`src/rv_core_pkg.sv`:
```
// ~~~~~~~~~~~~~~~~~~~~~~~~~~~~~~~~~~~~~~~~
// opcodes, function codes, ALU and forwarding enums
// and pipeline structs of the RV32I subset core
// ~~~~~~~~~~~~~~~~~~~~~~~~~~~~~~~~~~~~~~~~
package rv_core_pkg;

    typedef logic [31:0] word_t;
    typedef logic [4:0]  reg_addr_t;

    localparam logic [6:0] OP_REG    = 7'b0110011;
    localparam logic [6:0] OP_IMM    = 7'b0010011;
    localparam logic [6:0] OP_LUI    = 7'b0110111;
    localparam logic [6:0] OP_LOAD   = 7'b0000011;
    localparam logic [6:0] OP_STORE  = 7'b0100011;
    localparam logic [6:0] OP_BRANCH = 7'b1100011;
    localparam logic [6:0] OP_JAL    = 7'b1101111;

    // funct3 for ALU ops
    localparam logic [2:0] F3_ADD = 3'b000;
    localparam logic [2:0] F3_SLL = 3'b001;
    localparam logic [2:0] F3_SLT = 3'b010;
    localparam logic [2:0] F3_XOR = 3'b100;
    localparam logic [2:0] F3_SRL = 3'b101;
    localparam logic [2:0] F3_OR  = 3'b110;
    localparam logic [2:0] F3_AND = 3'b111;

    // funct3 for memory and branch ops
    localparam logic [2:0] F3_BYTE  = 3'b000;
    localparam logic [2:0] F3_WORD  = 3'b010;
    localparam logic [2:0] F3_BYTEU = 3'b100;
    localparam logic [2:0] F3_BEQ   = 3'b000;
    localparam logic [2:0] F3_BNE   = 3'b001;

    typedef enum logic [3:0] {
        ALU_ADD, ALU_SUB, ALU_AND, ALU_OR, ALU_XOR,
        ALU_SLT, ALU_SLL, ALU_SRL, ALU_PASS_B
    } alu_op_e;

    typedef enum logic [1:0] {FWD_REG, FWD_EXMEM, FWD_MEMWB} fwd_sel_e;
    typedef enum logic [1:0] {WB_ALU, WB_MEM, WB_PC4} wb_sel_e;

    typedef struct packed {
        logic  valid;
        word_t pc;
        word_t instr;
    } if_id_t;

    typedef struct packed {
        logic      valid;
        word_t     pc;
        word_t     rs1_data;
        word_t     rs2_data;
        word_t     imm;
        reg_addr_t rd;
        reg_addr_t rs1;
        reg_addr_t rs2;
        alu_op_e   alu_op;
        logic      alu_use_imm;
        logic      reg_write;
        wb_sel_e   wb_sel;
        logic      mem_read;
        logic      mem_write;
        logic      mem_byte;
        logic      is_branch;
        logic      branch_ne;
        logic      is_jal;
    } id_ex_t;

    typedef struct packed {
        logic      valid;
        word_t     result;
        word_t     store_data;
        reg_addr_t rd;
        logic      reg_write;
        wb_sel_e   wb_sel;
        logic      mem_read;
        logic      mem_write;
        logic      mem_byte;
        word_t     pc_plus4;
    } ex_mem_t;

    typedef struct packed {
        logic      valid;
        reg_addr_t rd;
        logic      reg_write;
        word_t     wb_data;
    } mem_wb_t;

endpackage
```
`src/rv_hazard_unit.sv`:
```
// ~~~~~~~~~~~~~~~~~~~~~~~~~~~~~~~~~~~~~~~~
// forwarding select, load-use and bus stalls
// ~~~~~~~~~~~~~~~~~~~~~~~~~~~~~~~~~~~~~~~~
`timescale 1ns/10ps

module rv_hazard_unit (
    input  rv_core_pkg::reg_addr_t rs1,
    input  rv_core_pkg::reg_addr_t rs2,
    input  rv_core_pkg::id_ex_t    id_ex,
    input  rv_core_pkg::ex_mem_t   ex_mem,
    input  logic                   mem_wait,
    output logic                   stall_if,
    output logic                   stall_id,
    output logic                   stall_all,
    output rv_core_pkg::fwd_sel_e  fwd_a,
    output rv_core_pkg::fwd_sel_e  fwd_b
);
    import rv_core_pkg::*;

    logic load_use;

    // nearest producer first
    function automatic fwd_sel_e pick_src(reg_addr_t rs, id_ex_t ex, ex_mem_t mem);
        if (rs == '0) begin
            return FWD_REG;
        end
        if (ex.valid && ex.reg_write && ex.rd == rs) begin
            return FWD_EXMEM;
        end
        if (mem.valid && mem.reg_write && mem.rd == rs) begin
            return FWD_MEMWB;
        end
        return FWD_REG;
    endfunction

    assign fwd_a = pick_src(rs1, id_ex, ex_mem);
    assign fwd_b = pick_src(rs2, id_ex, ex_mem);

    // load data exists only once the access is in memory stage
    assign load_use = id_ex.valid && id_ex.mem_read && (id_ex.rd != '0) &&
                      (id_ex.rd == rs1 || id_ex.rd == rs2);

    assign stall_all = mem_wait;
    assign stall_id  = load_use;
    assign stall_if  = load_use || mem_wait;

endmodule

```
`config.mk`:
```
export PLATFORM = sky130hd
export DESIGN_NAME = rv_hazard_unit
export DESIGN_NICKNAME = d
export VERILOG_FILES = /design/src/rv_core_pkg.sv /design/src/rv_hazard_unit.sv
export SDC_FILE = /design/constraint.sdc
export NUM_CORES = 1
export LEC_CHECK = 0
export ABC_CLOCK_PERIOD_IN_PS = 3820
export BUFFER_PORTS_ARGS = -buffer_cell sky130_fd_sc_hd__buf_2
export CAP_MARGIN = 10
export CORE_AREA = 2 2 112 114
export DETAILED_ROUTE_END_ITERATION = 6
export DIE_AREA = 0 0 114 116
export SLEW_MARGIN = 10
export SYNTH_ARGS = -nofsm -noshare
export SYNTH_HDL_FRONTEND = slang
export SYNTH_SLANG_ARGS = --single-unit
```
`constraint.sdc`:
```
create_clock -name vclk -period 3.82
set_clock_uncertainty 0.05 [all_clocks]
set_input_delay 0.764 -clock vclk [all_inputs]
set_output_delay 0.764 -clock vclk [all_outputs]
set_load 0.03 [all_outputs]
```
==> qor.yml <==
status:
  status: "finished clean"
die:
  rows: 40
  die_area_mm2: 0.0132
  die_h_um: 116
  start_util: 0.0268
  core_mm2: 0.0119
  num_io_pins: 284
  die_w_um: 114
routing:
  drc: 0
  vias_per_cell: 1.93
  wire_per_inst_um: 8.92
  finalWirelength_um: 2000
  drtIter0Drc: 9
  vias: 432
  drt-pass1-iter-count: 3
  ant_nets: 0
placed_design:
  dpl_cell_area_um2: 661
  gp_congestion: 0.762
  dp_hpwl_um: 1920
  port-buffer-count: 33
synth:
  syn_nets: 322
  synth_area_per_cell_um2: 7.09
  syn_inst: 45
  yosys_warnings: 0
  synthDistinctLibCells: 17
  netlist_area_um2: 319
  ys_seq_area_frac: 0
critical_path:
  crit_family: "simple AND/OR/NAND/NOR gates"
  cp_data_arrival_time_ps: 2130
  cp_max_fo: 3
  slowest_delay_ps: 380
  start_kind: "primary input"
  crit_type: "in -> out"
  critPathRequiredTime_ps: 3010
  crit_slowest_cell: "nor3_1"
  crit_buf_inv: 2
  worstPathCellList: "buf_2 -> xnor2_1 -> nand3_1 -> nor3_1 -> and3_1 -> a21boi_2 -> buf_2"
  path_common_cell: "buf_2"
  end_kind: "output pin"
hold_path:
  min_path_type: "in -> out"
  hold_path_end: "stall_all"
  hp-start: "mem_wait"
  min_delay_path_depth: 2
global_routing:
  grt_pass1_wl_um: 2740
  grt_antenna_before_repair: 0
  overflow: 0
  grt_start_max_net_pins: 5
  grt_pass1_vias: 420
  grt_usage: 0.0291
layout:
  drive_gt1_frac: 0.442
  n_fill_cell: 1420
  num-clock-buffers: 0
  seq_cells: 0
  post-route-util: 0.0555
  final_nets: 356
  regArea_um2: 0
  final_area_um2: 661
  antenna_cells: 0
  syn2layout_area_growth_pct: 107
flow_run:
  drv_cap: 0
sta:
  relSlewSlack: 0.658
  fin_crit_sh: 0.770
  drv_slew: 0
  fmax_mhz: 340
  rsz0062_at_grt: "no"
  fin_tns_setup_ps: 0
  setup_viol: 0
  worst_slew_pin_slew_ps: 508
  min_period_ps: 2940
  hold_viol: 0
clocking:
  postCtsSetupBuffers: 0
  post_cts_resized: 0
  cts_hold_buf: 0
power_and_ir_drop:
  p_per_area_mw_per_mm2: 80.7
  p_leak_nw: 0.247
  ir_drop_mv: 0.0394
[power by group]
| part | internal [mW] | switching [mW] | leakage (nW) | total, mW |
|---|---|---|---|---|
| Clock | 0 | 0 | 0 | 0 |
| Sequential | 0 | 0 | 0 | 0 |
| Combinational | 0.0244 | 0.0290 | 0.247 | 0.0533 |
[placed cells by master (no fill, tap or decap)]
cell      synthesis  routed
xnor2_1           8       8
and3_1            1       1
nor3_1            6       6
nor4_1            2       2
nor4bb_1          1       1
nand4_1           1       1
nor2_1            3       3
a21oi_1           1       1
or4_1             1       1
inv_1             1       1
buf_2             0      33
or2_1             1       1
xor2_1           11      11
o2111a_1          1       1
nand3_1           4       4
a21boi_2          1       1
nand2_1           1       1
[stage by stage]
step	hold WS, ps	total power [mW]	std cells	worst slack (ps)
after CTS	1780	0.0538	224	883
after global placement	1780	0.0537	224	898
after floorplan	1610	0.0251	45	916
final	1770	0.0533	224	878
after detailed placement	1780	0.0536	224	883
after global routing	1780	0.0588	224	765
[worst max path at each step]
stage               end  depth (start not counted)  slack (ps)       from
4_1_cts        fwd_b[0]                          7         880  id_ex[28]
3_5_place_dp   fwd_b[0]                          7         880  id_ex[28]
3_3_place_gp   fwd_b[0]                          7         900     rs2[0]
2_1_floorplan  fwd_a[1]                          5         920     rs1[2]
5_1_grt        fwd_b[0]                          7         770  id_ex[28]
6_report       fwd_b[0]                          7         880  id_ex[28]
[Yosys cell counts]
cell	instances	area (µm²)
or2_1	1	6.26
nor4bb_1	1	10.0
nor3_1	6	30.0
nand3_1	4	20.0
nand4_1	1	6.26
xnor2_1	8	70.1
or4_1	1	7.51
and3_1	1	6.26
nor4_1	2	12.5
buf_4	1	7.51
o2111a_1	1	11.3
xor2_1	11	96.3
a21boi_2	1	11.3
nand2_1	1	3.75
inv_1	1	3.75
a21oi_1	1	5.00
nor2_1	3	11.3
[cell families (layout without fill, tap and decap cells)]
group,count (synthesis),in the layout,synth area share
compound gates,3,3,0.0863
xor+xnor,19,19,0.522
simple gates,21,21,0.357
buf+inv,2,34,0.0353
[area by class of cell]
cell class	count	area (µm²)	share of cell area
well taps	147	184	0.278
multi-input cells	43	308	0.466
repair buffers	33	165	0.250
inverters	1	3.75	0.00568
[routing by layer]
layer	GRT usage	wire length (µm)	vias up	part of all wire
met5	0	0	-	0
met4	0	0	0	0
met3	0.00314	111	0	0.056
met2	0.0341	594	26	0.30
met1	0.0545	1290	180	0.65
li1	-	-	226	-
(Power assumes the default switching activity.)
