$ cat src/rv_core_pkg.sv
// ~~~~~~~~~~~~~~~~~~~~~~~~~~~~~~~~~~~~~~~~
// opcodes, function codes, ALU and forwarding enums
// and pipeline structs of the RV32I subset core
// ~~~~~~~~~~~~~~~~~~~~~~~~~~~~~~~~~~~~~~~~
package rv_core_pkg;

    typedef logic [31:0] word_t;
    typedef logic [4:0]  reg_addr_t;

    localparam logic [6:0] OP_REG    = 7'b0110011;
    localparam logic [6:0] OP_IMM    = 7'b0010011;
    localparam logic [6:0] OP_LUI    = 7'b0110111;
    localparam logic [6:0] OP_LOAD   = 7'b0000011;
    localparam logic [6:0] OP_STORE  = 7'b0100011;
    localparam logic [6:0] OP_BRANCH = 7'b1100011;
    localparam logic [6:0] OP_JAL    = 7'b1101111;

    // funct3 for ALU ops
    localparam logic [2:0] F3_ADD = 3'b000;
    localparam logic [2:0] F3_SLL = 3'b001;
    localparam logic [2:0] F3_SLT = 3'b010;
    localparam logic [2:0] F3_XOR = 3'b100;
    localparam logic [2:0] F3_SRL = 3'b101;
    localparam logic [2:0] F3_OR  = 3'b110;
    localparam logic [2:0] F3_AND = 3'b111;

    // funct3 for memory and branch ops
    localparam logic [2:0] F3_BYTE  = 3'b000;
    localparam logic [2:0] F3_WORD  = 3'b010;
    localparam logic [2:0] F3_BYTEU = 3'b100;
    localparam logic [2:0] F3_BEQ   = 3'b000;
    localparam logic [2:0] F3_BNE   = 3'b001;

    typedef enum logic [3:0] {
        ALU_ADD, ALU_SUB, ALU_AND, ALU_OR, ALU_XOR,
        ALU_SLT, ALU_SLL, ALU_SRL, ALU_PASS_B
    } alu_op_e;

    typedef enum logic [1:0] {FWD_REG, FWD_EXMEM, FWD_MEMWB} fwd_sel_e;
    typedef enum logic [1:0] {WB_ALU, WB_MEM, WB_PC4} wb_sel_e;

    typedef struct packed {
        logic  valid;
        word_t pc;
        word_t instr;
    } if_id_t;

    typedef struct packed {
        logic      valid;
        word_t     pc;
        word_t     rs1_data;
        word_t     rs2_data;
        word_t     imm;
        reg_addr_t rd;
        reg_addr_t rs1;
        reg_addr_t rs2;
        alu_op_e   alu_op;
        logic      alu_use_imm;
        logic      reg_write;
        wb_sel_e   wb_sel;
        logic      mem_read;
        logic      mem_write;
        logic      mem_byte;
        logic      is_branch;
        logic      branch_ne;
        logic      is_jal;
    } id_ex_t;

    typedef struct packed {
        logic      valid;
        word_t     result;
        word_t     store_data;
        reg_addr_t rd;
        logic      reg_write;
        wb_sel_e   wb_sel;
        logic      mem_read;
        logic      mem_write;
        logic      mem_byte;
        word_t     pc_plus4;
    } ex_mem_t;

    typedef struct packed {
        logic      valid;
        reg_addr_t rd;
        logic      reg_write;
        word_t     wb_data;
    } mem_wb_t;

endpackage
$ cat src/rv_regfile.sv
// ~~~~~~~~~~~~~~~~~~~~~~~~~~~~~~~~~~~~~~~~
// 32 x 32 register file, two read ports, one write port
// ~~~~~~~~~~~~~~~~~~~~~~~~~~~~~~~~~~~~~~~~
`timescale 1ns/10ps

module rv_regfile (
    input  logic                  clk,
    input  logic                  arst_n,
    input  rv_core_pkg::reg_addr_t rs1,
    input  rv_core_pkg::reg_addr_t rs2,
    output rv_core_pkg::word_t    rs1_data,
    output rv_core_pkg::word_t    rs2_data,
    input  rv_core_pkg::mem_wb_t  mem_wb
);
    import rv_core_pkg::*;

    word_t regs [32];
    logic  we;

    assign we = mem_wb.valid && mem_wb.reg_write && (mem_wb.rd != '0);

    always_ff @(posedge clk or negedge arst_n) begin
        if (!arst_n) begin
            for (int i = 0; i < 32; i++) begin
                regs[i] <= '0;
            end
        end else if (we) begin
            regs[mem_wb.rd] <= mem_wb.wb_data;
        end
    end

    // write in the same cycle passes straight through
    assign rs1_data = (rs1 == '0) ? '0 :
                      (we && mem_wb.rd == rs1) ? mem_wb.wb_data : regs[rs1];
    assign rs2_data = (rs2 == '0) ? '0 :
                      (we && mem_wb.rd == rs2) ? mem_wb.wb_data : regs[rs2];

endmodule

$ cat config.mk
export PLATFORM = sky130hd
export DESIGN_NAME = rv_regfile
export DESIGN_NICKNAME = d
export VERILOG_FILES = /design/src/rv_core_pkg.sv /design/src/rv_regfile.sv
export SDC_FILE = /design/constraint.sdc
export NUM_CORES = 2
export LEC_CHECK = 0
export BUFFER_PORTS_ARGS = -buffer_cell sky130_fd_sc_hd__buf_2
export CORE_ASPECT_RATIO = 1.25
export CORE_MARGIN = 3
export CORE_UTILIZATION = 61
export DETAILED_ROUTE_END_ITERATION = 10
export PLACE_DENSITY = 0.77
export SLEW_MARGIN = 0
export SYNTH_ARGS = -nofsm -noshare
export SYNTH_HDL_FRONTEND = slang
export SYNTH_SLANG_ARGS = --single-unit
$ cat constraint.sdc
create_clock -name clk -period 2.79 [get_ports clk]
set_input_delay 0.279 -clock clk [delete_from_list [all_inputs] [get_ports clk]]
set_output_delay 0.279 -clock clk [all_outputs]
set_load 0.01 [all_outputs]
==> summary.txt <==
Die
  • Core area: 89,000 um^2
  • Num ports: 115
  • Die ar.: 93,900 um^2
  • Die H: 342 um
  • Rows: 122
  • Initial Util: 0.618
  • Die width: 275 um

Clock tree
  • Clock Pin Slew Worst Setup and Hold Paths: 60 ps
  • CTS buffer count: 102
  • Clock tree buffer depth: 3
  • Clk sinks: 1,024
  • Clock root cell: clkbuf_16
  • Worst skew pair latency: 680 ps
  • Htree depth: 3
  • CTS tree: done

Route
  • Routed Wire Length: 186,000 um
  • DRC viols: 0
  • Vias/cell: 7.45
  • Routed len/inst: 35.3 um
  • Initial DRC count: 5,016
  • Routed via count: 39,100
  • Router iterations before antenna repair: 6
  • Antenna Nets Post-Route: 0

Timing
  • Final period util: 1.06
  • Final setup fails: 28
  • Rel. slew slack: 0.268
  • RSZ-0062 raised after global routing: true
  • Least-Margin Pin Slew: 1090 ps
  • Final worst slack: -163 ps
  • Max Clock Skew: 0 ps
  • Setup TNS: -1450 ps
  • Fmax: 0.339 GHz
  • Min Clock Period, post-route: 2950 ps
  • Final hold viol count: 0
  • Max Slew Vio Count: 0

Synth
  • Post-Syn Area: 55,000 um^2
  • Ys async rst share: 1.00
  • Share of the synthesized area in the top cell type: 0.466
  • Largest cells by area after synthesis: dfrtp_1 (47%), mux2_2 (21%), mux4_2 (16%), mux2i_1 (4.5%), clkbuf_1 (2.1%)
  • Mapped Cells: 3,808
  • Most common flop cell mapped by yosys: dfrtp_1
  • Netlist cell types: 53
  • Largest area contributor in the netlist: dfrtp_1
  • Post-synthesis net count: 3,859
  • Post-synthesis sequential area ratio: 0.466
  • #FFs+latches synth: 1,024
  • Post-synth EDFFs: 0
  • Synthesized area per cell: 14.5 um^2
  • Warnings from Yosys: 0

Global routing
  • Grt total ovfl: 0
  • Vias in the first global route: 40,100
  • Initial antenna violation count: 11
  • First-pass GRT wire length: 271,000 um
  • Pin count of the biggest net entering global routing: 96
  • Tot GR Track Use: 0.398

Setup path
  • Setup crit start: regs[118]$_DFFE_PN0P_
  • Largest stage delay, worst path: 460 ps
  • Reg2reg start: regs[576]$_DFFE_PN0P_
  • Max stage delay cell, worst path: mux4_2
  • R2R setup slack: 1750 ps
  • Kind of cell adding the most delay to the critical path: multiplexers
  • Crit. End Element: primary output
  • WP data required: 2510 ps
  • Reg2reg end: regs[576]$_DFFE_PN0P_
  • R2R cell count: 3
  • CP endpoint: rs1_data[22]
  • Max FO, Critical Path: 3
  • Worst-path cell chain: mux4_2 > mux2_2 > a221o_1 > a32o_2 > buf_6
  • WP buf/inv: 1
  • CP arrival: 2670 ps
  • Total number of cells along the worst setup path: 5
  • Crit Path Class: reg2out
  • Worst setup SP type: flop

Finish
  • Nets: 4,039
  • Final std cells w/o fill: 5,254
  • Share of cells above drive strength 1: 0.547
  • Sequential cell area: 25,600 um^2
  • Post-route design area: 63,600 um^2
  • Area of the multi-input gates: 28,000 um^2
  • Most flop-heavy register: regs
  • Commonest non-fill, non-tap cell in the layout: dfrtp_1
  • Commonest non-fill, non-tap cells in the layout: dfrtp_1 (1,024), mux2_2 (1,019), mux4_2 (385), buf_4 (309), mux2i_1 (246)
  • Syn-to-layout area delta: 15.6%
  • Biggest regs: regs x1024
  • Max reg flops: 1,024
  • Filler instances: 5,741

Power
  • Max VDD drop: 559 uV
  • Psw: 10.8 mW
  • Sw frac: 0.270
  • Clock share of power: 0.357
  • Flop pwr share: 0.456
  • Power Density: 628 nW/um^2
  • P_leak: 28.9 nW
  • Combinational Power Share: 0.186
  • Cell-internal power: 29.1 mW

Placed design
  • I/O Buffers: 114
  • Area after DPL: 58,900 um^2
  • Cells after DPL: 4,970
  • RD Place Congestion: 0.916
  • Placed wire-length estimate: 116,000 um

Worst hold path
  • Hold Path Class: in2reg

Outcome
  • Failing checks: negative setup slack
  • Run status: complete, but fails checks

Run
  • Max cap viols: 0
-- worst min-delay path by stage --
stage	startpoint	slack [ps]	depth (start not counted)	endpoint
2_1_floorplan	arst_n	-20	0	regs[0]$_DFFE_PN0P_
3_3_place_gp	arst_n	320	1	regs[634]$_DFFE_PN0P_
3_5_place_dp	arst_n	310	1	regs[730]$_DFFE_PN0P_
4_1_cts	mem_wb[2]	110	2	regs[546]$_DFFE_PN0P_
5_1_grt	mem_wb[2]	150	2	regs[450]$_DFFE_PN0P_
6_report	mem_wb[2]	140	2	regs[98]$_DFFE_PN0P_
-- cell type report --
class	count	share of cell area
Multi-Input combinational cell	2337	0.440
Sequential cell	1024	0.403
Timing Repair Buffer	520	0.0791
Clock buffer	143	0.0475
Tap cell	1178	0.0232
Clock inverter	43	0.00667
Antenna cell	6	0.000236
Inverter	3	0.000177
-- worst reg2reg max path, cell delays in order, from the launching register on --
cell and delay, ps:
dfrtp_1 400, buf_4 140, buf_4 130, mux2_2 260
-- synthesized netlist by cell type (all sizes together) (7+ instances only) --
cell and n:
a2111oi 11, a21oi 53, a221o 34, a221oi 35, a22o 8, a22oi 50
a31oi 9, a32o 32, and2 8, buf 139, clkbuf 305, dfrtp 1024
mux2 1047, mux2i 250, mux4 385, nand2 56, nand2b 19, nor2 70
nor2b 16, nor3 33, nor4 10, o21ai 7, o221ai 70, o22ai 46
or3 9, xnor2 8
-- cells by family after synthesis --
| group | share of synthesized area |
|---|---|
| flip-flops | 0.466 |
| AND/OR/NAND/NOR | 0.0225 |
| multiplexers | 0.417 |
| XOR/XNOR | 0.00159 |
| AO/OA/AOI/OAI | 0.0559 |
| buffers and inverters | 0.0371 |
-- layer usage --
metal  part of all wire  up-vias  GRT usage
met2               0.45     2763      0.595
li1                   -    15100          -
met1               0.35    20400      0.507
met5           0.000065        -          0
met4              0.079        2      0.259
met3               0.12      819      0.117
-- power groups by stage --
stage / clock [mW] / sequential [mW] / combinational (mW)
2_1_floorplan: 0 / 17.9 / 4.88
3_3_place_gp: 0 / 18.3 / 6.66
3_5_place_dp: 0 / 18.4 / 6.84
4_1_cts: 14.3 / 18.1 / 7.24
5_1_grt: 14.9 / 18.4 / 7.86
6_report: 14.3 / 18.2 / 7.45
-- through the flow --
step                utilization  hold WS (ps)  power, mW  worst slack [ps]
floorplan                     -         -16.6       22.8               384
global placement          0.662           318       24.9             -18.8
detailed placement        0.662           315       25.2             -57.0
CTS                       0.711           108       39.6              -135
global route              0.714           151       41.2              -168
finish                    0.715           136       39.9              -163
-- what timing repair did --
| action | CTS | global route |
|---|---|---|
| cloned | 0 | 0 |
| hold buffers | 1 | 0 |
| endpoints found under the setup margin | 40 | 47 |
| endpoints found under the hold margin | 37 | 0 |
| buffers inserted | 73 | 18 |
| pin swaps | 25 | 19 |
| gates resized for setup | 76 | 44 |
Note: power is estimated with default switching activity, not from simulation.
