## config.mk

```make
export PLATFORM = sky130hd
export DESIGN_NAME = rv_fetch
export DESIGN_NICKNAME = d
export VERILOG_FILES = /design/src/rv_core_pkg.sv /design/src/rv_fetch.sv
export SDC_FILE = /design/constraint.sdc
export NUM_CORES = 1
export LEC_CHECK = 0
export BUFFER_PORTS_ARGS = -buffer_cell sky130_fd_sc_hd__buf_2
export CORE_ASPECT_RATIO = 1.5
export CORE_MARGIN = 4
export CORE_UTILIZATION = 50
export CTS_CLUSTER_SIZE = 12
export DETAILED_ROUTE_END_ITERATION = 10
export GPL_TIMING_DRIVEN = 0
export PLACE_DENSITY = 0.81
export SYNTH_ARGS = -nofsm -noshare
export SYNTH_HDL_FRONTEND = slang
export SYNTH_SLANG_ARGS = --single-unit
```

## constraint.sdc

```tcl
create_clock -name clk -period 2.8 [get_ports clk]
set_input_delay 0.14 -clock clk [delete_from_list [all_inputs] [get_ports clk]]
set_output_delay 0.14 -clock clk [all_outputs]
set_load 0.02 [all_outputs]
```

## src/rv_core_pkg.sv

```systemverilog
// ~~~~~~~~~~~~~~~~~~~~~~~~~~~~~~~~~~~~~~~~
// opcodes, function codes, ALU and forwarding enums
// and pipeline structs of the RV32I subset core
// ~~~~~~~~~~~~~~~~~~~~~~~~~~~~~~~~~~~~~~~~
package rv_core_pkg;

    typedef logic [31:0] word_t;
    typedef logic [4:0]  reg_addr_t;

    localparam logic [6:0] OP_REG    = 7'b0110011;
    localparam logic [6:0] OP_IMM    = 7'b0010011;
    localparam logic [6:0] OP_LUI    = 7'b0110111;
    localparam logic [6:0] OP_LOAD   = 7'b0000011;
    localparam logic [6:0] OP_STORE  = 7'b0100011;
    localparam logic [6:0] OP_BRANCH = 7'b1100011;
    localparam logic [6:0] OP_JAL    = 7'b1101111;

    // funct3 for ALU ops
    localparam logic [2:0] F3_ADD = 3'b000;
    localparam logic [2:0] F3_SLL = 3'b001;
    localparam logic [2:0] F3_SLT = 3'b010;
    localparam logic [2:0] F3_XOR = 3'b100;
    localparam logic [2:0] F3_SRL = 3'b101;
    localparam logic [2:0] F3_OR  = 3'b110;
    localparam logic [2:0] F3_AND = 3'b111;

    // funct3 for memory and branch ops
    localparam logic [2:0] F3_BYTE  = 3'b000;
    localparam logic [2:0] F3_WORD  = 3'b010;
    localparam logic [2:0] F3_BYTEU = 3'b100;
    localparam logic [2:0] F3_BEQ   = 3'b000;
    localparam logic [2:0] F3_BNE   = 3'b001;

    typedef enum logic [3:0] {
        ALU_ADD, ALU_SUB, ALU_AND, ALU_OR, ALU_XOR,
        ALU_SLT, ALU_SLL, ALU_SRL, ALU_PASS_B
    } alu_op_e;

    typedef enum logic [1:0] {FWD_REG, FWD_EXMEM, FWD_MEMWB} fwd_sel_e;
    typedef enum logic [1:0] {WB_ALU, WB_MEM, WB_PC4} wb_sel_e;

    typedef struct packed {
        logic  valid;
        word_t pc;
        word_t instr;
    } if_id_t;

    typedef struct packed {
        logic      valid;
        word_t     pc;
        word_t     rs1_data;
        word_t     rs2_data;
        word_t     imm;
        reg_addr_t rd;
        reg_addr_t rs1;
        reg_addr_t rs2;
        alu_op_e   alu_op;
        logic      alu_use_imm;
        logic      reg_write;
        wb_sel_e   wb_sel;
        logic      mem_read;
        logic      mem_write;
        logic      mem_byte;
        logic      is_branch;
        logic      branch_ne;
        logic      is_jal;
    } id_ex_t;

    typedef struct packed {
        logic      valid;
        word_t     result;
        word_t     store_data;
        reg_addr_t rd;
        logic      reg_write;
        wb_sel_e   wb_sel;
        logic      mem_read;
        logic      mem_write;
        logic      mem_byte;
        word_t     pc_plus4;
    } ex_mem_t;

    typedef struct packed {
        logic      valid;
        reg_addr_t rd;
        logic      reg_write;
        word_t     wb_data;
    } mem_wb_t;

endpackage
```

## src/rv_fetch.sv

```systemverilog
// ~~~~~~~~~~~~~~~~~~~~~~~~~~~~~~~~~~~~~~~~
// program counter, instruction request, IF/ID register
// ~~~~~~~~~~~~~~~~~~~~~~~~~~~~~~~~~~~~~~~~
`timescale 1ns/10ps

module rv_fetch #(
    parameter rv_core_pkg::word_t RESET_PC = '0
) (
    input  logic                clk,
    input  logic                arst_n,
    input  logic                stall_if,
    input  logic                flush,
    input  rv_core_pkg::word_t  redirect_pc,
    input  logic                iready_n,
    input  rv_core_pkg::word_t  idata,
    output rv_core_pkg::word_t  iaddr,
    output rv_core_pkg::if_id_t if_id
);
    import rv_core_pkg::*;

    always_ff @(posedge clk or negedge arst_n) begin
        if (!arst_n) begin
            iaddr <= RESET_PC;
            if_id <= '0;
        end else if (!stall_if) begin
            if (flush) begin
                iaddr       <= redirect_pc;
                if_id.valid <= 1'b0;
            end else if (iready_n) begin
                // PC waits for the instruction
                if_id.valid <= 1'b0;
            end else begin
                iaddr <= iaddr + 32'd4;
                if_id <= '{valid: 1'b1, pc: iaddr, instr: idata};
            end
        end
    end

endmodule

```

==> results of run 1 <==
==> registers in the layout, summed over array words and instances, names as in the netlist <==
signal	count
iaddr	32
if_id	65
==> placed cells by master, fill, tap and decap left out, types with 6 or more instances in the layout <==
cell,count
nor2_1,21
o21ai_0,23
nor3_1,8
dlygate4sd3_1,24
a22oi_1,6
clkbuf_16,9
nand3_1,8
a31oi_1,6
buf_1,9
nand2_1,218
dfrtp_1,97
a21oi_1,19
buf_2,164
nand4_1,8
clkbuf_1,18
==> cells in the mapped netlist (2+ instances only) <==
cell         n  share of area [%]
a31o_2       3               0.58
a2bb2oi_1    4               0.78
nor4_1       5               0.69
o311ai_0     2               0.39
a22oi_1      6                1.0
buf_1        9               0.75
mux2i_1      5                1.1
a21oi_1     19                2.1
o2bb2ai_1    2               0.39
inv_1        5               0.42
o41ai_1      2               0.39
a21o_1       3               0.50
nand2_1    218                 18
o22a_1       4               0.78
dfrtp_1     97                 54
a31oi_1      6               0.83
clkbuf_1    18                1.5
and4_1       2               0.39
nand4_1      8                1.1
nor3_1       8               0.89
nor2_1      21                1.7
nand3_1      8               0.89
a221oi_1     2               0.39
o21ai_0     23                2.6
and3_1       5               0.69
o31ai_1      2               0.33
and2_1       2               0.28
a311o_1      2               0.44
o22ai_1      3               0.42
o211ai_1     2               0.33
a22o_1       3               0.58
clkinv_1     2               0.17
nand2b_1     2               0.28
==> cell type report <==
type	instances	area share (%)
sequential	97	40.2
clock buffer	12	4.41
buffer	28	1.86
timing repair buffer	190	18.1
inverter	7	0.435
clock inverter	2	0.621
multi-input combinational	389	32.1
tap	110	2.28
==> critical path: cells and delay by family, from the launching register on <==
kind                       cells  cell delay [ps]
DFF                            1              540
AOI/OAI and AO/OA              1              250
and+or+nand+nor                3             1270
adders and majority gates      1              250
muxes                          1              170
==> final timing paths <==
path	start	endpoint	slack (ps)	cells past startpoint
worst max-delay path	iaddr[2]$_DFFE_PN0N_	iaddr[24]$_DFFE_PN0N_	210	6
worst min-delay path	idata[28]	if_id[28]$_DFFE_PN0P_	-1	3
worst max register to register	iaddr[2]$_DFFE_PN0N_	iaddr[24]$_DFFE_PN0N_	210	6
worst min register to register	if_id[28]$_DFFE_PN0P_	if_id[28]$_DFFE_PN0P_	470	2
max in group asynchronous	arst_n	iaddr[25]$_DFFE_PN0N_	1820	3
min in group asynchronous	arst_n	if_id[22]$_DFFE_PN0P_	310	2
==> logic make-up after synthesis <==
kind of cell / Yosys count / synth area share (%)
AO/OA/AOI/OAI: 92 / 13.6
adder cells (fa/ha/maj): 1 / 0.278
AND/OR/NAND/NOR: 289 / 27.6
multiplexers: 6 / 1.36
buffers and inverters: 35 / 3.08
flip-flops: 97 / 53.9
XOR/XNOR: 1 / 0.194
==> metal layers <==
layer	vias to the layer above	global-route usage (%)	routed length, um	part of all wire [%]
met1	2204	32.2	5400	38
met5	-	0	0	0
met3	44	4.83	1110	7.8
li1	2182	-	-	-
met4	0	12.7	552	3.8
met2	236	45.8	7270	51
==> through the flow <==
step	area, um^2	power (uW)	instances	hold slack, ps
after detailed placement	5500	2930	797	149
after floorplan	4510	2460	521	-156
after global placement	5470	2880	796	330
after global routing	6040	4390	835	5.48
after CTS	6040	4200	835	0.159
final	6040	4190	835	-1.30
==> what timing repair did <==
action | 4_1_cts | 5_1_grt
endpoints found under the hold margin | 61 | 0
buffers inserted | 0 | 0
hold buffers | 24 | 0
==> power groups by stage <==
stage	logic (uW)	registers (uW)	clock network [uW]
6_report	1100	1840	1260
5_1_grt	1190	1870	1320
4_1_cts	1100	1830	1270
3_5_place_dp	1070	1860	0
3_3_place_gp	1040	1840	0
2_1_floorplan	335	2120	0
==> results.yml, run 1 <==
layout:
  fin_util_pct: 68.5
  drive_above_1_share_pct: 26.1
  multiInputGateArea_um2: 1940
  layout.nets: 792
  seq_area_um2: 2430
  nFillCells: 720
  area_growth_pct: 34.1
  diodes: 0
timing:
  setup_viol: 0
  fmax_mhz: 386
  timing.final.crit_share_pct: 92.5
  max-slew-margin-rel_pct: 24.3
  max_slew.worst_pin.slew_ps: 1120
  rsz0062_at_grt: "no"
  finalHoldViolations: 1
  period_minus_slack_ps: 2590
  skew_ps: 5.99
  fin_ws_ps: 209
  tns_ps: 0
  holdWs_ps: -1.30
  drv_slew: 0
synth:
  synth-edff-count: 0
  synthFlopType: "dfrtp_1"
  ys_seq_elements: 97
  yosys_warnings: 0
  synth-async-reset-ratio_pct: 100
  synth-seq-area-share_pct: 53.9
  syn_area_um2: 4510
  syn_nets: 591
  syn_inst: 521
  syn_avg_cell_area_um2: 8.65
  synth_cell_type_count: 51
floorplan:
  initial_utilization_pct: 51.0
  core.rowCount: 42
  die_x_um: 85.5
  die_y_um: 124
  core-area_um2: 8830
  io_pins: 166
  die_area_um2: 10600
setup_path:
  critical_path.cell_chain: "ha_1 > nand2_1 > nor4_1 > nand3_1 > mux2i_1 > a221o_1"
  crit_arrival_ps: 2810
  critical_path_class: "flop to flop"
  cp_slowest_stage_delay_ps: 930
  endpoint_kind: "flop"
  cp_slowest_cell: "nor4_1"
  required_ps: 3020
  start_kind: "flop"
  critical_path_peak_fanout: 9
power:
  swShare_pct: 33.8
  max-vdd-ir-drop_uv: 382
  comb_power_share_pct: 26.2
  power_density_nw_per_um2: 694
  clockPowerShare_pct: 30.0
  switchingPower_uw: 1420
  seq_power_share_pct: 43.8
  p_int_uw: 2780
  power_leakage_uw: 0.00314
job:
  cap_viol_max_count: 0
global_routing:
  grt_pass1_wl_um: 22800
  grt_antenna_before_repair: 0
  overflow: 0
  gr-usage-all-layers_pct: 26.8
  grt_max_degree: 60
  grt_pass1_vias: 4677
status:
  status: "complete, but fails checks"
  violations: "negative hold slack"
clocking:
  h-tree-depth: 3
  cts.path.max_buffers: 2
  clock_latency_ps: 340
  clkSlewWorstSetupHoldPaths_ps: 60
  cts_made_buffers: 9
  cts_tree: "built"
  ctsResizeCount: 0
  clkSinkCount: 97
  cts_root_buf: "clkbuf_16"
route:
  antenna_left: 0
  num_vias: 4666
  drc_errors: 0
  vias_per_cell: 5.59
  wl_per_cell_um: 17.2
  drtIter0Drc: 375
  firstDrtPassIters: 5
  wl_um: 14300
placement:
  place_ws_ps: 353
  io_buffers: 165
  post-dp-hpwl_um: 10400
  gp_congestion: 0.933
hold_path:
  hold_path_class: "input pin to flop"
Power figures use the tool's default switching activity.
==> inputs of run 2 (changes only) <==
Settings changed: REMOVE_ABC_BUFFERS set to 1, SLEW_MARGIN set to 0.
==> results.yml, run 2 (synthesis results as in run 1) <==
status:
  status: "finished clean"
setup_path:
  critical_path_peak_fanout: 31
  required_ps: 3010
  start_kind: "input pin"
  critical_path_class: "input pin to flop"
  crit_arrival_ps: 2750
  endpoint_kind: "flop"
layout:
  regMostFlops: "if_id"
  mostFrequentLayoutCells: "nand2_1, buf_2, dfrtp_1"
  reg_top3: "if_id x65, iaddr x32"
  largest_reg_flops: 65
  nFillCells: 688
  seq_area_um2: 2430
  diodes: 0
  multiInputGateArea_um2: 1950
  drive_above_1_share_pct: 27.5
  area_growth_pct: 35.7
  instances_no_fill: 822
  layout.nets: 777
  layout_commonest_cell: "nand2_1"
clocking:
  cts_setup_buffers: 0
  cts_hold_buf: 32
  ctsResizeCount: 0
  clkSinkCount: 97
  cts_made_buffers: 9
  h-tree-depth: 3
  clock_latency_ps: 340
  cts_tree: "built"
  cts_root_buf: "clkbuf_16"
  clkSlewWorstSetupHoldPaths_ps: 60
  cts.path.max_buffers: 2
timing:
  skew_ps: 6.49
  setup_viol: 0
  tns_ps: 0
  fmax_mhz: 394
  rsz0062_at_grt: "no"
  timing.final.crit_share_pct: 90.7
  drv_slew: 0
  period_minus_slack_ps: 2540
  max-slew-margin-rel_pct: 22.2
  finalHoldViolations: 0
  max_slew.worst_pin.slew_ps: 1160
placement:
  post-dp-hpwl_um: 9340
  dp_cells: 774
  io_buffers: 165
  gp_congestion: 0.834
power:
  power_leakage_uw: 0.00318
  power_uw: 4280
  swShare_pct: 33.1
  switchingPower_uw: 1420
  comb_power_share_pct: 25.4
  clockPowerShare_pct: 31.4
  max-vdd-ir-drop_uv: 412
  seq_power_share_pct: 43.2
  p_int_uw: 2860
  power_density_nw_per_um2: 699
route:
  antenna_left: 0
  wl_um: 13700
  wl_per_cell_um: 16.6
  num_vias: 4618
  firstDrtPassIters: 5
  drtIter0Drc: 312
  vias_per_cell: 5.62
  drc_errors: 0
job:
  cap_viol_max_count: 0
floorplan:
  die_area_um2: 10600
  initial_utilization_pct: 51.0
  core-area_um2: 8830
  core.rowCount: 42
  io_pins: 166
  die_y_um: 124
  die_x_um: 85.5
global_routing:
  overflow: 0
  grt_pass1_wl_um: 22000
  grt_pass1_vias: 4483
  gr-usage-all-layers_pct: 25.8
  grt_antenna_before_repair: 0
  grt_max_degree: 75
hold_path:
  hold_path_class: "input pin to flop"
## run 2: cell count changes in the layout (fill, tap and decap cells not counted)
cell	delta
clkbuf_1	-17
buf_1	-9
dlygate4sd3_1	+8
buf_6	+2
buf_12	+1
buf_8	+1
bufinv_16	+1
clkbuf_8	-1
clkinvlp_4	+1
nand2_1	-1
nand2_2	+1
nor3_1	-1
nor3_2	+1
## run 2: critical path, stage by stage
cell	delay, ps
buf_2	450
clkinv_1	620
a21oi_1	1020
a21oi_1	170
a32oi_1	250
nand2_1	80
## run 2: per-stage QoR
step | worst slack, ps | utilization (%) | cell area, um^2 | hold slack (ps)
6_report | 259 | 69.3 | 6120 | 17.3
2_1_floorplan | -1620 | - | 4390 | -156
3_5_place_dp | -10.7 | 61.9 | 5460 | 69.2
5_1_grt | 37.3 | 69.3 | 6120 | 29.3
4_1_cts | 302 | 69.3 | 6120 | 3.65
3_3_place_gp | -4010 | 60.7 | 5360 | 329
## run 2: metal layers
metal  track usage [%]  part of all wire [%]  routed length (um)  vias up
li1                  -                     -                   -     2173
met2              43.5                    51                6960      226
met3              4.50                   6.6                 896       37
met4              11.8                   2.9                 398        0
met5                 0                     0                   0        -
met1              32.0                    40                5410     2182
## run 2: worst paths after layout
kind | from | end | slack [ps] | cells after the start
max in group asynchronous | arst_n | iaddr[16]$_DFFE_PN0N_ | 1890 | 3
min in group asynchronous | arst_n | if_id[13]$_DFFE_PN0P_ | 250 | 2
worst min-delay path | idata[11] | if_id[11]$_DFFE_PN0P_ | 20 | 3
worst max register to register | iaddr[2]$_DFFE_PN0N_ | iaddr[24]$_DFFE_PN0N_ | 310 | 6
worst max-delay path | flush | iaddr[12]$_DFFE_PN0N_ | 260 | 6
worst min register to register | if_id[32]$_DFFE_PN0P_ | if_id[32]$_DFFE_PN0P_ | 470 | 2
## run 2: final cells by class
type,count,share of cell area (%)
multi-input cells,389,31.9
inverters,7,0.430
repair buffers,203,20.4
clock inverters,4,1.23
well taps,110,2.25
clock buffers,12,4.19
flip-flops and latches,97,39.7
## run 2: power by group through the flow
stage | combinational (uW) | clock, uW | sequential (uW)
3_3_place_gp | 1020 | 0 | 1850
2_1_floorplan | 313 | 0 | 2130
5_1_grt | 1180 | 1420 | 1880
3_5_place_dp | 1050 | 0 | 1860
6_report | 1090 | 1340 | 1850
4_1_cts | 1090 | 1370 | 1840
