--- config.mk ---
export PLATFORM = sky130hd
export DESIGN_NAME = rv_decode
export DESIGN_NICKNAME = d
export VERILOG_FILES = /design/src/rv_core_pkg.sv /design/src/rv_decode.sv
export SDC_FILE = /design/constraint.sdc
export NUM_CORES = 1
export LEC_CHECK = 0
export BUFFER_PORTS_ARGS = -buffer_cell sky130_fd_sc_hd__buf_2
export CORE_AREA = 2 2 143 145
export CTS_CLUSTER_SIZE = 10
export DETAILED_ROUTE_END_ITERATION = 10
export DIE_AREA = 0 0 145 147
export MAX_ROUTING_LAYER = met4
export PLACE_DENSITY = 0.8
export SLEW_MARGIN = 20
export SYNTH_ARGS = -nofsm -noshare
export SYNTH_HDL_FRONTEND = slang
export SYNTH_SLANG_ARGS = --single-unit
--- constraint.sdc ---
create_clock -name clk -period 1.84 [get_ports clk]
set_clock_uncertainty 0.2 [all_clocks]
set_input_delay 0.092 -clock clk [delete_from_list [all_inputs] [get_ports clk]]
set_output_delay 0.092 -clock clk [all_outputs]
set_load 0.01 [all_outputs]
--- src/rv_core_pkg.sv ---
// ~~~~~~~~~~~~~~~~~~~~~~~~~~~~~~~~~~~~~~~~
// opcodes, function codes, ALU and forwarding enums
// and pipeline structs of the RV32I subset core
// ~~~~~~~~~~~~~~~~~~~~~~~~~~~~~~~~~~~~~~~~
package rv_core_pkg;

    typedef logic [31:0] word_t;
    typedef logic [4:0]  reg_addr_t;

    localparam logic [6:0] OP_REG    = 7'b0110011;
    localparam logic [6:0] OP_IMM    = 7'b0010011;
    localparam logic [6:0] OP_LUI    = 7'b0110111;
    localparam logic [6:0] OP_LOAD   = 7'b0000011;
    localparam logic [6:0] OP_STORE  = 7'b0100011;
    localparam logic [6:0] OP_BRANCH = 7'b1100011;
    localparam logic [6:0] OP_JAL    = 7'b1101111;

    // funct3 for ALU ops
    localparam logic [2:0] F3_ADD = 3'b000;
    localparam logic [2:0] F3_SLL = 3'b001;
    localparam logic [2:0] F3_SLT = 3'b010;
    localparam logic [2:0] F3_XOR = 3'b100;
    localparam logic [2:0] F3_SRL = 3'b101;
    localparam logic [2:0] F3_OR  = 3'b110;
    localparam logic [2:0] F3_AND = 3'b111;

    // funct3 for memory and branch ops
    localparam logic [2:0] F3_BYTE  = 3'b000;
    localparam logic [2:0] F3_WORD  = 3'b010;
    localparam logic [2:0] F3_BYTEU = 3'b100;
    localparam logic [2:0] F3_BEQ   = 3'b000;
    localparam logic [2:0] F3_BNE   = 3'b001;

    typedef enum logic [3:0] {
        ALU_ADD, ALU_SUB, ALU_AND, ALU_OR, ALU_XOR,
        ALU_SLT, ALU_SLL, ALU_SRL, ALU_PASS_B
    } alu_op_e;

    typedef enum logic [1:0] {FWD_REG, FWD_EXMEM, FWD_MEMWB} fwd_sel_e;
    typedef enum logic [1:0] {WB_ALU, WB_MEM, WB_PC4} wb_sel_e;

    typedef struct packed {
        logic  valid;
        word_t pc;
        word_t instr;
    } if_id_t;

    typedef struct packed {
        logic      valid;
        word_t     pc;
        word_t     rs1_data;
        word_t     rs2_data;
        word_t     imm;
        reg_addr_t rd;
        reg_addr_t rs1;
        reg_addr_t rs2;
        alu_op_e   alu_op;
        logic      alu_use_imm;
        logic      reg_write;
        wb_sel_e   wb_sel;
        logic      mem_read;
        logic      mem_write;
        logic      mem_byte;
        logic      is_branch;
        logic      branch_ne;
        logic      is_jal;
    } id_ex_t;

    typedef struct packed {
        logic      valid;
        word_t     result;
        word_t     store_data;
        reg_addr_t rd;
        logic      reg_write;
        wb_sel_e   wb_sel;
        logic      mem_read;
        logic      mem_write;
        logic      mem_byte;
        word_t     pc_plus4;
    } ex_mem_t;

    typedef struct packed {
        logic      valid;
        reg_addr_t rd;
        logic      reg_write;
        word_t     wb_data;
    } mem_wb_t;

endpackage
--- src/rv_decode.sv ---
// ~~~~~~~~~~~~~~~~~~~~~~~~~~~~~~~~~~~~~~~~
// instruction decode, immediates, operand select, ID/EX register
// ~~~~~~~~~~~~~~~~~~~~~~~~~~~~~~~~~~~~~~~~
`timescale 1ns/10ps

module rv_decode (
    input  logic                   clk,
    input  logic                   arst_n,
    input  logic                   stall_all,
    input  logic                   stall_id,
    input  logic                   flush,
    input  rv_core_pkg::if_id_t    if_id,
    output rv_core_pkg::reg_addr_t rs1,
    output rv_core_pkg::reg_addr_t rs2,
    input  rv_core_pkg::word_t     rs1_data,
    input  rv_core_pkg::word_t     rs2_data,
    input  rv_core_pkg::fwd_sel_e  fwd_a,
    input  rv_core_pkg::fwd_sel_e  fwd_b,
    input  rv_core_pkg::word_t     ex_fwd_data,
    input  rv_core_pkg::word_t     wb_fwd_data,
    output rv_core_pkg::id_ex_t    id_ex
);
    import rv_core_pkg::*;

    word_t      instr;
    logic [6:0] opcode;
    logic [2:0] funct3;
    word_t      imm_i, imm_s, imm_b, imm_u, imm_j;
    word_t      op_a, op_b;
    logic       legal;
    id_ex_t     dec;

    assign instr  = if_id.instr;
    assign opcode = instr[6:0];
    assign funct3 = instr[14:12];
    assign rs1    = instr[19:15];
    assign rs2    = instr[24:20];

    assign imm_i = {{20{instr[31]}}, instr[31:20]};
    assign imm_s = {{20{instr[31]}}, instr[31:25], instr[11:7]};
    assign imm_b = {{19{instr[31]}}, instr[31], instr[7], instr[30:25], instr[11:8], 1'b0};
    assign imm_u = {instr[31:12], 12'b0};
    assign imm_j = {{11{instr[31]}}, instr[31], instr[19:12], instr[20], instr[30:21], 1'b0};

    // operands from the stage ahead win over the register file
    assign op_a = (fwd_a == FWD_EXMEM) ? ex_fwd_data :
                  (fwd_a == FWD_MEMWB) ? wb_fwd_data : rs1_data;
    assign op_b = (fwd_b == FWD_EXMEM) ? ex_fwd_data :
                  (fwd_b == FWD_MEMWB) ? wb_fwd_data : rs2_data;

    always_comb begin
        legal        = 1'b1;
        dec          = '0;
        dec.pc       = if_id.pc;
        dec.rs1_data = op_a;
        dec.rs2_data = op_b;
        dec.rd       = instr[11:7];
        dec.rs1      = rs1;
        dec.rs2      = rs2;
        dec.alu_op   = ALU_ADD;
        dec.wb_sel   = WB_ALU;
        case (opcode)
            OP_REG, OP_IMM: begin
                dec.reg_write   = 1'b1;
                dec.alu_use_imm = (opcode == OP_IMM);
                dec.imm         = imm_i;
                case (funct3)
                    F3_ADD: dec.alu_op = (opcode == OP_REG && instr[30]) ? ALU_SUB : ALU_ADD;
                    F3_SLL: dec.alu_op = ALU_SLL;
                    F3_SLT: dec.alu_op = ALU_SLT;
                    F3_XOR: dec.alu_op = ALU_XOR;
                    F3_OR:  dec.alu_op = ALU_OR;
                    F3_AND: dec.alu_op = ALU_AND;
                    F3_SRL: begin
                        // sra is outside the subset
                        dec.alu_op = ALU_SRL;
                        legal      = !instr[30];
                    end
                    default: legal = 1'b0;
                endcase
            end
            OP_LUI: begin
                dec.reg_write   = 1'b1;
                dec.alu_use_imm = 1'b1;
                dec.imm         = imm_u;
                dec.alu_op      = ALU_PASS_B;
            end
            OP_LOAD: begin
                dec.reg_write   = 1'b1;
                dec.alu_use_imm = 1'b1;
                dec.imm         = imm_i;
                dec.mem_read    = 1'b1;
                dec.wb_sel      = WB_MEM;
                dec.mem_byte    = (funct3 == F3_BYTEU);
                legal           = (funct3 == F3_WORD) || (funct3 == F3_BYTEU);
            end
            OP_STORE: begin
                dec.alu_use_imm = 1'b1;
                dec.imm         = imm_s;
                dec.mem_write   = 1'b1;
                dec.mem_byte    = (funct3 == F3_BYTE);
                legal           = (funct3 == F3_WORD) || (funct3 == F3_BYTE);
            end
            OP_BRANCH: begin
                dec.imm       = imm_b;
                dec.is_branch = 1'b1;
                dec.branch_ne = (funct3 == F3_BNE);
                legal         = (funct3 == F3_BEQ) || (funct3 == F3_BNE);
            end
            OP_JAL: begin
                dec.imm       = imm_j;
                dec.is_jal    = 1'b1;
                dec.reg_write = 1'b1;
                dec.wb_sel    = WB_PC4;
            end
            default: legal = 1'b0;
        endcase
        // unknown encodings fall through as a no-op
        dec.valid = if_id.valid && legal;
    end

    always_ff @(posedge clk or negedge arst_n) begin
        if (!arst_n) begin
            id_ex <= '0;
        end else if (!stall_all) begin
            if (flush || stall_id) begin
                id_ex <= '0;
            end else begin
                id_ex <= dec;
            end
        end
    end

endmodule

==> tab_implementation.tex <==
\begin{tabular}{lr}
\hline
Metric & Value \\
\hline
\multicolumn{2}{l}{\textbf{Layout}} \\
\quad Net total in the final layout & approximately 1500 \\
\quad Largest registers ranked by flip-flop count & id\_ex: 157 flops \\
\quad Reg area & about 3900 sq um \\
\quad Flip-flop count of the largest register after layout & 157 \\
\quad Multi-input gate area in the final layout & $\sim$3800 sq um \\
\quad Layout-stage area growth over the synthesis result & 61.55\% \\
\quad Ant diodes & 0 \\
\quad Fillers & around 1400 \\
\quad Core occupancy in the finished layout & between 60\% and 70\% \\
\quad Total non-filler cell area in the finished layout & 12980 sq um \\
\quad Largest register by flop count & id\_ex \\
\quad Layout cells sized above 1 & between 30 and 40\% \\
\multicolumn{2}{l}{\textbf{Worst setup path}} \\
\quad Critical Path Most Common Cell & sky130\_fd\_sc\_hd\_\_dlygate4sd3\_1 \\
\quad Highest net fanout along the worst path & 2 \\
\quad Slowest cell on the critical path & sky130\_fd\_sc\_hd\_\_dlygate4sd3\_1 \\
\quad Slowest stage delay, CP & roughly 600 ps \\
\quad Worst path buffer plus inverter count & 3 \\
\quad Kind of critical path & in2reg \\
\quad Endpoint kind of the worst setup timing path & flop \\
\quad Kind of cell adding the most delay to the critical path & buffers and inverters \\
\quad Worst Path Arrival & around 2000 ps \\
\quad Required time at the worst-slack endpoint & 1960 ps \\
\quad Kind of start point of the critical path & input port \\
\quad Cells traversed along the worst timing path & dlygate4sd3\_1 -> buf\_2 -> nor2b\_1 -> a211oi\_1 -> dlygate4sd3\_1 -> a21oi\_1 -> a22o\_1 \\
\multicolumn{2}{l}{\textbf{Floorplan}} \\
\quad Starting density of the core & between 40\% and 50\% \\
\quad Chip Height & between 100 and 150 um \\
\quad Number of top-level pins & 370 \\
\quad Count of standard-cell rows & between 50 and 60 \\
\quad Chip width & about 150 um \\
\quad Placeable Area & slightly below 20000 sq um \\
\quad Area enclosed by the die boundary & around 21000 sq um \\
\multicolumn{2}{l}{\textbf{Power and ir drop}} \\
\quad Clock network fraction of design power & 40.1\% \\
\quad Comb pwr share & 20.6\% \\
\quad Net switching power figure & roughly 2600 uW \\
\quad Share of total power in sequential cells & between 30\% and 40\% \\
\quad Pwr Total & around 9400 uW \\
\quad Peak supply drop & just under 0.5 mV \\
\quad Internal Pwr Total & 6793 uW \\
\quad Net Sw Frac & 27.92\% \\
\quad Leakage power total & between 0.006 and 0.007 uW \\
\quad Power per cell area & slightly above 700 nW/um\^{}2 \\
\multicolumn{2}{l}{\textbf{Global routing}} \\
\quad Pin count of the biggest net entering global routing & between 100 and 150 \\
\quad Antenna violations before repair & 0 \\
\quad Wire length of the first global-routing pass & around 49 mm \\
\quad Total GRT Usage & about 30\% \\
\quad Vias in the first global route & 9251 \\
\quad Overflow after GRT & 0 \\
\multicolumn{2}{l}{\textbf{CTS}} \\
\quad Insertion delay of the later-clocked pin in the worst-skew pair & between 400 and 500 ps \\
\quad TritonCTS Sinks & between 150 and 200 \\
\quad CTS tree & yes \\
\quad Number of H-tree levels & 4 \\
\quad Clock-pin slew of the registers on the worst-case setup and hold paths & around 70 ps \\
\quad Clock buffer count from CTS & 17 \\
\quad Number of buffers between clock root and the deepest sink & 2 \\
\quad Buffer type at the clock tree root & sky130\_fd\_sc\_hd\_\_clkbuf\_16 \\
\multicolumn{2}{l}{\textbf{Placed design}} \\
\quad Area post-placement & $\sim$10000 sq um \\
\quad Post-DP HPWL & $\sim$18 mm \\
\quad Count of buffers inserted at the top-level ports & about 370 \\
\quad Global placement routability congestion & roughly 0.95 \\
\multicolumn{2}{l}{\textbf{Synthesis}} \\
\quad Netlist Area Pre-Place & 8035 sq um \\
\quad Primary flip-flop cell chosen by synthesis mapping & sky130\_fd\_sc\_hd\_\_dfrtp\_1 \\
\quad Part of the Yosys area used for sequential elements & about half \\
\quad Cell taking the most area after synthesis & sky130\_fd\_sc\_hd\_\_dfrtp\_1 \\
\quad Fraction of registers with async set/reset & 100.0\% \\
\quad Per-instance average area after synthesis & approximately 11 sq um \\
\quad Synth Warn \# & 0 \\
\quad Number of synthesized register bits & $\sim$160 \\
\quad Dominant cells by area after synthesis & sky130\_fd\_sc\_hd\_\_dfrtp\_1 49\%, sky130\_fd\_sc\_hd\_\_a22o\_1 14\%, sky130\_fd\_sc\_hd\_\_mux2i\_1 8.2\% \\
\quad EDFF count, synth & 0 \\
\quad Share of the synthesized area in the top cell type & between 40\% and 50\% \\
\quad Cell with the most instances after synthesis & sky130\_fd\_sc\_hd\_\_dfrtp\_1 \\
\quad Yosys cell types & between 40 and 50 \\
\quad Number of cells produced by synthesis & approximately 750 \\
\quad List of most frequent post-synthesis cells & 157 x sky130\_fd\_sc\_hd\_\_dfrtp\_1, 124 x sky130\_fd\_sc\_hd\_\_a22o\_1, 75 x sky130\_fd\_sc\_hd\_\_a21oi\_1 \\
\quad Nets in the synthesized netlist & 951 \\
\multicolumn{2}{l}{\textbf{Drt}} \\
\quad ANT nets after route & 0 \\
\quad Total length of routed wires & 31.32 mm \\
\quad DRC violations left & 0 \\
\quad Pre-antenna DRT Iters & 5 \\
\quad Vias per cell & $\sim$5.7 \\
\quad Routed wire per std cell & roughly 20 um \\
\quad Count of routing violations after the opening detailed-route iteration & roughly 540 \\
\quad Via count & a little under 9000 \\
\multicolumn{2}{l}{\textbf{Timing}} \\
\quad Shortest clock period the worst path allows after layout & $\sim$1900 ps \\
\quad Fmax & between 500 and 600 MHz \\
\quad Headroom to the max-slew limit & 55.24\% \\
\quad Slew Viols, Final & 0 \\
\quad \# setup viols final & 2 \\
\quad Final worst slack & -21.74 ps \\
\quad Worst Max-Slew Pin Slew & approximately 670 ps \\
\quad Final-layout worst hold slack & -2.824 ps \\
\quad Final period util & 101.2\% \\
\quad Hold Violations, Final & 1 \\
\multicolumn{2}{l}{\textbf{Min path}} \\
\quad Worst hold path class & in2reg \\
\multicolumn{2}{l}{\textbf{Outcome}} \\
\quad Result of the run & finished, violations left \\
\quad Violated checks & hold timing, setup timing \\
\multicolumn{2}{l}{\textbf{Run}} \\
\quad Number of max-cap violations & 0 \\
\hline
\end{tabular}
## kinds of logic (layout without fill, tap and decap cells)
group / after synthesis / count (layout) / share of synthesized area, %
AOI/OAI and AO/OA: 313 / 313 / 28.89
xor gates and xnor gates: 3 / 3 / 0.3271
buffers and inverters: 88 / 641 / 4.920
DFF: 157 / 157 / 48.89
muxes: 67 / 67 / 8.362
and+or+nand+nor: 121 / 121 / 8.611
## cell usage in the layout (no fill, tap or decap), types with 10 or more instances in the layout
cell,count
sky130_fd_sc_hd__dfrtp_1,157
sky130_fd_sc_hd__o21ai_0,18
sky130_fd_sc_hd__dlygate4sd3_1,211
sky130_fd_sc_hd__clkbuf_16,17
sky130_fd_sc_hd__a21oi_1,75
sky130_fd_sc_hd__a22o_1,124
sky130_fd_sc_hd__buf_4,19
sky130_fd_sc_hd__buf_2,364
sky130_fd_sc_hd__nand2_1,29
sky130_fd_sc_hd__a211oi_1,59
sky130_fd_sc_hd__mux2i_1,66
sky130_fd_sc_hd__buf_12,10
sky130_fd_sc_hd__nor2b_1,64
sky130_fd_sc_hd__a221o_1,11
## power by group through the flow
stage,combinational (uW),sequential [uW],clock [uW]
finish,1940,3700,3780
global route,2070,3720,3990
CTS,1850,3700,3830
detailed placement,1440,3760,0
global placement,1410,3760,0
floorplan,665,3830,0
## path summary, 6_finish.rpt
path                                     endpoint                   start  slack [ps]  depth (start not counted)
hold reg to reg              id_ex[6]$_DFFE_PN0N_    id_ex[6]$_DFFE_PN0N_         280                          2
setup reg to reg           id_ex[137]$_DFFE_PN0N_  id_ex[137]$_DFFE_PN0N_         320                          2
min in group asynchronous   id_ex[15]$_DFFE_PN0N_                  arst_n         440                          3
setup / recovery           id_ex[110]$_DFFE_PN0N_            rs1_data[17]         -20                          7
max in group asynchronous   id_ex[21]$_DFFE_PN0N_                  arst_n         320                          4
hold / removal               id_ex[4]$_DFFE_PN0N_               stall_all          -3                          5
## stage by stage
stage / worst slack [ps] / setup TNS, ps / cells / hold WS (ps)
detailed placement: 136.4 / 0 / 1329 / -231.2
floorplan: 265.7 / 0 / 749 / -403.6
CTS: 28.80 / 0 / 1576 / 1.203
global route: -18.22 / -27.15 / 1572 / 3.864
finish: -21.74 / -36.21 / 1572 / -2.824
global placement: 163.6 / 0 / 1329 / -231.1
## tightest hold or removal path: stages
cell and delay, ps:
sky130_fd_sc_hd__buf_4 130, sky130_fd_sc_hd__or3_4 160, sky130_fd_sc_hd__nor3_2 70, sky130_fd_sc_hd__inv_1 50, sky130_fd_sc_hd__o21ai_0 60
## cell type report
| class | instances | area share (%) |
|---|---|---|
| Timing Repair Buffer | 606 | 33.09 |
| Sequential cell | 157 | 30.27 |
| Multi-Input combinational cell | 504 | 29.11 |
| Clock buffer | 17 | 3.277 |
| Tap cell | 270 | 2.602 |
| Clock inverter | 15 | 1.571 |
| Inverter | 3 | 0.08675 |
## repair_timing
action                                  in CTS  in global routing
hold buffers                               215                  1
gates resized for setup                      0                 12
endpoints found under the setup margin       0                 32
hold endpoints to repair                   308                  6
setup buffers                                0                  0
## layer usage
metal	part of all wire [%]	vias to the layer above	track usage [%]
met5	0	-	-
met4	6.2	0	16.88
met3	7.8	141	6.770
met2	48	588	48.12
met1	38	4290	34.16
li1	-	3936	-
Note: power is estimated with default switching activity, not from simulation.
